==> config.mk <==
export PLATFORM = sky130hd
export DESIGN_NAME = memController
export DESIGN_NICKNAME = d
export VERILOG_FILES = /design/src/rtl/memPkg.sv /design/src/rtl/xferPkg.sv /design/src/rtl/memController.sv
export SDC_FILE = /design/constraint.sdc
export NUM_CORES = 1
export LEC_CHECK = 0
export BUFFER_PORTS_ARGS = -buffer_cell sky130_fd_sc_hd__buf_2
export CAP_MARGIN = 0
export CORE_ASPECT_RATIO = 0.5
export CORE_UTILIZATION = 43
export DETAILED_ROUTE_END_ITERATION = 10
export GPL_ROUTABILITY_DRIVEN = 0
export PLACE_DENSITY = 0.8
export SYNTH_ARGS = -nofsm -noshare
export SYNTH_HDL_FRONTEND = slang
export SYNTH_SLANG_ARGS = --single-unit
==> constraint.sdc <==
create_clock -name clk -period 2.4 [get_ports clk]
set_input_delay 0.12 -clock clk [delete_from_list [all_inputs] [get_ports clk]]
set_output_delay 0.12 -clock clk [all_outputs]
set_load 0.02 [all_outputs]
==> src/rtl/memPkg.sv <==
package memPkg;

    localparam int dataBits = 32;
    localparam int lineBits = 64;
    localparam int wordAddrBits = 30;

    // data sram size in words, instruction sram size in lines.
    localparam int dcacheDepth = 1024;
    localparam int icacheDepth = 512;

    localparam int sramAddrBits = $clog2(dcacheDepth);
    localparam int lineAddrBits = $clog2(icacheDepth);

    typedef logic [dataBits-1:0] dataWord;
    typedef logic [lineBits-1:0] lineWord;
    typedef logic [dataBits/8-1:0] byteMask;
    typedef logic [lineBits/8-1:0] lineMask;

    // core side word address, wider than either sram.
    typedef logic [wordAddrBits-1:0] wordAddr;

    typedef logic [sramAddrBits-1:0] sramAddr;

    // instruction line index.
    typedef logic [lineAddrBits-1:0] lineAddr;

endpackage

==> src/rtl/xferPkg.sv <==
package xferPkg;

    localparam int burstLen = 16;
    localparam int extAddrBits = 30;
    localparam int progressBits = 10;

    // set in the command word for an external write.
    localparam int cmdWriteBit = 31;

    // beat counter covers the whole busy window.
    localparam int beatBits = $clog2(burstLen + 4);

    typedef logic [extAddrBits-1:0] extAddr;
    typedef logic [0:0] cacheSel;
    typedef logic [progressBits-1:0] progressCount;

    localparam cacheSel selDcache = 1'b0;
    localparam cacheSel selIcache = 1'b1;

    typedef enum logic [1:0] {
        idle,
        command,
        stream,
        drain
    } ctrlState;

    function automatic logic [cmdWriteBit:0] cmdWord(input logic write, input extAddr addr);
        logic [cmdWriteBit:0] word;
        word = '0;
        word[extAddrBits-1:0] = addr;
        word[cmdWriteBit] = write;
        return word;
    endfunction

endpackage

==> src/rtl/memController.sv <==
module memController
    import memPkg::*, xferPkg::*;
(
    input  logic         clk,
    input  logic         rstN,

    // transfer command, one cycle strobe.
    input  logic         mcCe,
    input  logic         mcWe,
    input  cacheSel      mcCacheId,
    input  sramAddr      mcSramAddr,
    input  extAddr       mcExtAddr,
    output logic         mcBusy,
    output progressCount mcProgress,
    output logic         dcacheUsed,

    // sram side, enables active low.
    output logic         sramCeN,
    output logic         sramWeN,
    output cacheSel      sramSel,
    output sramAddr      sramAddrOut,
    output dataWord      sramWrData,
    output byteMask      sramWrMask,
    input  dataWord      sramRdData,

    // external bus.
    output logic         extEn,
    output logic         extOen,
    output dataWord      extBusOut,
    input  dataWord      extBusIn
);

    ctrlState state;
    logic storeMode;
    logic [beatBits-1:0] beat;
    sramAddr nextAddr;

    logic accept;
    logic issueRead;
    logic sendWord;
    logic takeWord;

    // no path from the instruction sram to the bus, so such stores are dropped.
    assign accept = mcCe && !mcBusy && !(mcWe && mcCacheId == selIcache);

    // beat equals the cycle number since the strobe.
    assign issueRead = storeMode && (state == command || state == stream) && beat < burstLen;
    assign sendWord = storeMode && state == stream && beat <= burstLen + 1;
    assign takeWord = !storeMode && state == stream && beat >= 3;

    // controller always moves whole words.
    assign sramWrMask = '1;

    always_ff @(posedge clk or negedge rstN) begin
        if (!rstN) begin
            state <= idle;
            storeMode <= 1'b0;
            beat <= '0;
            mcBusy <= 1'b0;
            extEn <= 1'b0;
            extOen <= 1'b0;
            dcacheUsed <= 1'b0;
            mcProgress <= '0;
            sramCeN <= 1'b1;
            sramWeN <= 1'b1;
        end else begin
            // first store read goes out together with the command word.
            sramCeN <= !(issueRead || takeWord || (accept && mcWe));
            sramWeN <= !takeWord;
            extOen <= accept || sendWord;

            if (state == idle) begin
                beat <= beatBits'(1);
            end else begin
                beat <= beat + 1'b1;
            end

            if (sendWord || takeWord) begin
                mcProgress <= mcProgress + 1'b1;
            end

            case (state)
                idle: begin
                    if (accept) begin
                        state <= command;
                        storeMode <= mcWe;
                        mcBusy <= 1'b1;
                        extEn <= 1'b1;
                        dcacheUsed <= (mcCacheId == selDcache);
                        mcProgress <= '0;
                    end
                end
                command: begin
                    state <= stream;
                end
                stream: begin
                    // last load word arrives here.
                    if (beat == burstLen + 2) begin
                        state <= drain;
                    end
                end
                drain: begin
                    state <= idle;
                    mcBusy <= 1'b0;
                    extEn <= 1'b0;
                    dcacheUsed <= 1'b0;
                end
                default: begin
                    state <= idle;
                end
            endcase
        end
    end

    always_ff @(posedge clk) begin
        if (accept) begin
            sramSel <= mcCacheId;
            sramAddrOut <= mcSramAddr;
            nextAddr <= mcSramAddr + sramAddr'(mcWe);
            extBusOut <= cmdWord(mcWe, mcExtAddr);
        end

        if (issueRead || takeWord) begin
            sramAddrOut <= nextAddr;
            nextAddr <= nextAddr + 1'b1;
        end

        // load word is written one cycle after it is on the bus.
        if (takeWord) begin
            sramWrData <= extBusIn;
        end

        if (sendWord) begin
            extBusOut <= sramRdData;
        end
    end

endmodule

==> impl_results.md, run 1 <==
- # IOs: 204
- Total CTS buffers: 9
- Antenna-violating nets left: 0
- R2R cell count: 7
- I/O Buffers: 199
- Part of the cycle the worst path needs: 0.893
- Synth Area per Inst: 14.8 µm²
- CTS sink count: 108
- First-pass GRT wire length: 17300 µm
- Drt wl/cell: 15.4 µm
- Die Height: 76.5 µm
- Post-synth top area share: 0.534
- Area delta synth->final: 39.4%
- Flop2flop setup slack: 0.26 ns
- Final number of hold-violating endpoints: 0
- Crit-path max FO: 20
- Sequential area share after synthesis: 0.655
- CP arrival: 2.23 ns
- Nets: 682
- Slew headroom: 0.650
- Antenna violations before repair: 0
- Max_cap viols: 0
- H-Tree Depth: 3
- CTS tree: yes
- Final setup viols: 0
- Drt drc: 0
- Min Hold Slack: 0.0588 ns
- Synthesized area: 4780 µm²
- GRT Overall Usage: 0.193
- Fin. max-slew vios: 0
- Setup TNS: 0 ns
- Synthesis-stage register bit count: 108
- Unrepaired setup endpoints after global routing: false
- First-pass detailed-route iteration total: 4
- CP Capture Point: sramAddrOut[8]$_DFFE_PP_
- Global route overflow: 0
- Main synth FF type: edfxtp_1
- FFs w/ async S/R, synth: 0.213
- Crit. Startpoint: state[0]$_DFFE_PN0P_
- Clock skew: 0.0104 ns
- Leading area contributor after synthesis: edfxtp_1
- Core footprint: 10500 µm²
- Worst EP required: 2.49 ns
- Root Driver: clkbuf_16
- CTS max path bufs: 2
- Die area: 11600 µm²
- Yosys cell types: 39
- Die W: 151 µm
- RR Startpoint: state[0]$_DFFE_PN0P_
- Vias in the first global route: 3443
- Synth top area cells: edfxtp_1 53%, dfrtp_1 11%, mux2_2 9.9%, mux2i_1 2.7%, ha_1 2.6%
- Via count: 3510
- Critical path endpoint category: register
- Worst-Skew Late Latency: 0.34 ns
- Worst-Margin Slew: 0.525 ns
- Worst-path clk slew: 0.07 ns
- DRT iter0 DRCs: 158
- Hold Path Class: input pin to register
- HPWL after DPL: 7720 µm
- LEAKAGE: 2.79 nW
- Total Power: 0.00385 W
- Largest net degree at the start of global routing: 34
- Layout cell share with drive strength beyond 1: 0.477
- Initial Utilization: 0.455
- Diode count: 0
- Peak supply drop: 292 µV
- PwrDens: 578 nW/µm²
- Status: complete, no violations
- Row cnt: 26
- Min Tclk post-route: 2.14 ns
- Crit Path Class: register to register
- Yosys warning count: 0
- Reg2reg end: sramAddrOut[8]$_DFFE_PP_
- Via/cell ratio: 4.96
- Number of flops mapped to enable cells by yosys: 85
- Mapped Cells: 322
- Top achievable clock speed: 466 MHz
- Critical path startpoint category: register
- Detailed Route WL: 10900 µm
synth_stat cells, types with 8 or more instances:
cell type / n
edfxtp_1: 85
mux2_2: 42
dfrtp_1: 21
nand2_1: 20
nand3_1: 16
xor2_1: 14
mux2i_1: 13
inv_1: 11
ha_1: 10
a21oi_1: 9
buf_4: 9
nor2_1: 9
nand4_1: 8
per-layer routing:
metal  share of wire  track usage
met4           0.013       0.0580
met3           0.039       0.0371
met1            0.41        0.234
met5               0            0
met2            0.54        0.347
placed cells by master, fill, tap and decap left out, types with 3 or more instances in the layout:
cell type,count
o21ai_1,5
conb_1,4
ha_1,10
a21oi_1,9
edfxtp_1,85
buf_12,4
nand3_1,16
mux2_2,42
inv_1,11
a2111o_1,4
clkbuf_16,9
nor3_1,3
nand4_1,8
and4_1,4
buf_2,199
mux2i_1,13
nand2_1,20
dlygate4sd3_1,35
nand2b_1,6
and3_1,4
xnor2_1,5
dfrtp_1,21
xor2_1,14
buf_4,4
nor2_1,9
per-stage QoR:
step                setup WS [ns]  utilization  std cells  instance area, µm²
floorplan                 0.00437            -        325                4790
global placement            0.339        0.569        657                5970
detailed placement          0.263        0.569        657                5970
CTS                         0.261        0.634        708                6660
global route                0.169        0.634        708                6660
finish                      0.256        0.634        708                6660
power breakdown:
group,leakage [nW],total [W],internal (W),switching (W)
Clock,0.158,0.00162,0.000973,0.000647
Sequential,1.03,0.00202,0.00202,0
Combinational,1.60,0.000211,0.000135,0.0000760
logic make-up after synthesis:
kind of cell | after synthesis | share of synthesized area
simple gates | 71 | 0.0749
xor+xnor | 19 | 0.0348
other cells | 1 | 0.000785
mux | 56 | 0.129
fa+ha+maj | 10 | 0.0262
flops | 108 | 0.655
compound gates | 31 | 0.0485
buf+inv | 26 | 0.0309
worst min-delay path by stage:
stage | from | to | depth (start not counted)
finish | sramRdData[30] | extBusOut[30]$_SDFFCE_PP0P_ | 2
CTS | sramRdData[30] | extBusOut[30]$_SDFFCE_PP0P_ | 2
detailed placement | rstN | state[1]$_DFFE_PN0P_ | 1
global route | sramRdData[30] | extBusOut[30]$_SDFFCE_PP0P_ | 2
global placement | rstN | dcacheUsed$_DFFE_PN0P_ | 1
floorplan | rstN | beat[0]$_DFF_PN0_ | 0
critical path, cell delays in order (launching register included):
cell and delay, ns:
dfrtp_1 0.40, inv_1 0.10, ha_1 0.26, inv_1 0.08
a311o_2 0.38, o21ai_2 0.11, buf_12 0.21, mux2_2 0.35
flip-flops by register name, indices dropped and copies added (netlist names):
| signal | flops |
|---|---|
| extBusOut | 32 |
| sramSel | 1 |
| sramCeN | 1 |
| beat | 5 |
| extOen | 1 |
| nextAddr | 10 |
| sramWrData | 32 |
| extEn | 1 |
| sramWeN | 1 |
| state | 2 |
| sramAddrOut | 10 |
| mcProgress | 10 |
| dcacheUsed | 1 |
| storeMode | 1 |
repair_timing:
| item | in CTS | in global routing |
|---|---|---|
| endpoints found under the setup margin | 0 | 0 |
| hold buffers | 35 | 0 |
| resized for setup | 0 | 0 |
| buffers inserted | 0 | 0 |
| hold endpoints to repair | 55 | 0 |
final cells by class:
class	count	area, µm²
timing repair buffer	242	1460
tap	140	175
fill	799	3850
multi-input combinational	191	1520
sequential	108	3130
inverter	11	41.3
clock inverter	5	83.8
clock buffer	11	253
Power figures use the tool's default switching activity.
==> run 2, diff against run 1 <==
- CORE_UTILIZATION: 43 -> 45
- CTS_BUF_LIST: unset -> sky130_fd_sc_hd__clkbuf_4
- PLACE_DENSITY: 0.8 -> 0.83
- SETUP_SLACK_MARGIN: unset -> 0.5
==> run 2 against run 1 <==
Sequential share of layout area down 6.5 points. Maximum frequency up 7.6%. First-iteration DRC count up 90%. Clock-buffer cell count down 1. Core utilization up 12 points. Sequential power about the same. Flip-flop and latch count unchanged.
==> impl_results.md, run 2 (same netlist as run 1, synthesis figures left out) <==
- Global route overflow: 0 (unchanged)
- Initial Utilization: 0.466 (+0.0115)
- Slowest stage cell, crit path: dfrtp_2
- Buffers and inverters on the worst path: 2 (-1)
- Die W: 148 µm (-2.2%)
- CTS sink count: 108 (unchanged)
- Die Height: 74.9 µm (-2.2%)
- Top Registers: extBusOut (32), sramWrData (32)
- Flop2flop setup slack: 0.41 ns (+0.15 ns)
- DRT iter0 DRCs: 300 (+90%)
- Top achievable clock speed: 502 MHz (+7.6%)
- Worst EP required: 2.64 ns (+0.15 ns)
- Die area: 11100 µm² (-4.4%)
- Most frequent cells in the layout: 199 x buf_2, 103 x dlygate4sd3_1, 85 x edfxtp_1
- GRT Overall Usage: 0.243 (+0.0498)
- Nets: 777 (+14%)
- Row cnt: 26 (unchanged)
- Largest net degree at the start of global routing: 34 (unchanged)
- Layout cell share with drive strength beyond 1: 0.472 (-0.00502)
- CP Cell Sequence: ha_4 -> nand2b_4 -> o2111ai_4 -> buf_12 -> clkbuf_16 -> mux2_4
- Clock skew: 0.0259 ns (+0.0155 ns)
- Antenna-violating nets left: 0 (unchanged)
- Hold Path Class: input pin to register
- Status: complete, no violations
- Commonest non-fill, non-tap cell in the layout: buf_2
- Final setup viols: 0 (unchanged)
- First-pass detailed-route iteration total: 7 (+3)
- PwrDens: 413 nW/µm² (-29%)
- Part of the cycle the worst path needs: 0.830 (-0.0631)
- Detailed Route WL: 15500 µm (+43%)
- Worst-path clk slew: 0.17 ns (+0.10 ns)
- Peak supply drop: 309 µV (+5.8%)
- Crit-path max FO: 8 (-60%)
- CTS tree: yes
- Final number of hold-violating endpoints: 0 (unchanged)
- Root Driver: clkbuf_4
- Fin. max-slew vios: 0 (unchanged)
- HPWL after DPL: 7650 µm (-0.90%)
- Drt drc: 0 (unchanged)
- CTS max path bufs: 2 (unchanged)
- First-pass GRT wire length: 20100 µm (+16%)
- Max_cap viols: 0 (unchanged)
- H-Tree Depth: 3 (unchanged)
- Total CTS buffers: 9 (unchanged)
- LEAKAGE: 3.35 nW (+20%)
- Via count: 4249 (+21%)
- Area delta synth->final: 62.0%
- Via/cell ratio: 5.28 (+6.5%)
- Critical path startpoint category: register
- Antenna violations before repair: 0 (unchanged)
- CP max stage delay: 0.49 ns (+0.09 ns)
- Critical path endpoint category: register
- Slew headroom: 0.613 (-0.0362)
- Min Tclk post-route: 1.99 ns (-0.151 ns)
- I/O Buffers: 199 (unchanged)
- Vias in the first global route: 3912 (+14%)
- Unrepaired setup endpoints after global routing: true
- Worst-Margin Slew: 0.580 ns (+0.0543 ns)
- Min Hold Slack: 0.0178 ns (-0.0410 ns)
- Crit Path Class: register to register
- Setup TNS: 0 ns (unchanged)
- Drt wl/cell: 19.3 µm (+25%)
- CP arrival: 2.23 ns (about the same)
- Top delay family on crit path: flip-flops
- # IOs: 204 (unchanged)
- Core footprint: 10200 µm² (-2.5%)
- Worst-Skew Late Latency: 0.47 ns (+0.13 ns)
[run 2: changes by cell type in the layout (fill, tap and decap cells not counted), moves of 3 or more]
cell           before  now
dlygate4sd3_1      35  103
mux2_4              0   33
mux2_2             42   10
buf_4               4   16
clkbuf_4            0   10
clkbuf_16           9    3
nand2b_4            0    5
buf_8               0    3
ha_1               10    7
ha_4                0    3
inv_1              11    8
[run 2: metrics by stage]
| stage | setup WS, ns | cell area [µm²] | cells | power (W) | util |
|---|---|---|---|---|---|
| finish | 0.407 | 7740 | 805 | 0.00319 | 0.755 |
| global route | 0.365 | 7730 | 803 | 0.00330 | 0.755 |
| CTS | 0.441 | 7350 | 784 | 0.00317 | 0.718 |
| detailed placement | 0.309 | 5970 | 656 | 0.00223 | 0.583 |
| global placement | 0.336 | 5970 | 656 | 0.00222 | 0.583 |
| floorplan | 0.415 | 4820 | 325 | 0.00212 | - |
[run 2: what timing repair did]
item	CTS	global route
pin swaps	0	4
setup endpoints to repair	135	118
gates resized for setup	26	46
hold buffers	103	0
hold endpoints to repair	96	0
setup buffers	4	13
gates cloned	5	6
[run 2: cell type report]
type	count	area [µm²]
inverters	11	45.0
multi-input cells	195	1810
repair buffers	333	2460
clock inverters	6	38.8
diodes	2	5.00
clock buffers	10	75.1
flip-flops and latches	108	3130
well taps	140	175
fillers	605	2510
[run 2: final timing paths]
check | cells past startpoint | from | to
setup / recovery | 6 | beat[0]$_DFF_PN0_ | extBusOut[14]$_DFFE_PP_
hold / removal | 2 | mcSramAddr[4] | sramAddrOut[4]$_DFFE_PP_
setup reg to reg | 6 | beat[0]$_DFF_PN0_ | extBusOut[14]$_DFFE_PP_
hold reg to reg | 1 | dcacheUsed$_DFFE_PN0P_ | dcacheUsed$_DFFE_PN0P_
max in group asynchronous | 2 | rstN | beat[0]$_DFF_PN0_
min in group asynchronous | 2 | rstN | beat[3]$_DFF_PN0_
[run 2: power breakdown]
part	total, W	switching, W	internal [W]
combinational	0.000333	0.000109	0.000225
sequential	0.00202	0	0.00202
clock	0.000840	0.000613	0.000226
total	0.00319	0.000722	0.00247
[run 2: routing by layer]
layer | track usage | share of wire
met1 | 0.270 | 0.38
met2 | 0.464 | 0.53
met3 | 0.0461 | 0.053
met4 | 0.121 | 0.042
met5 | 0 | 0
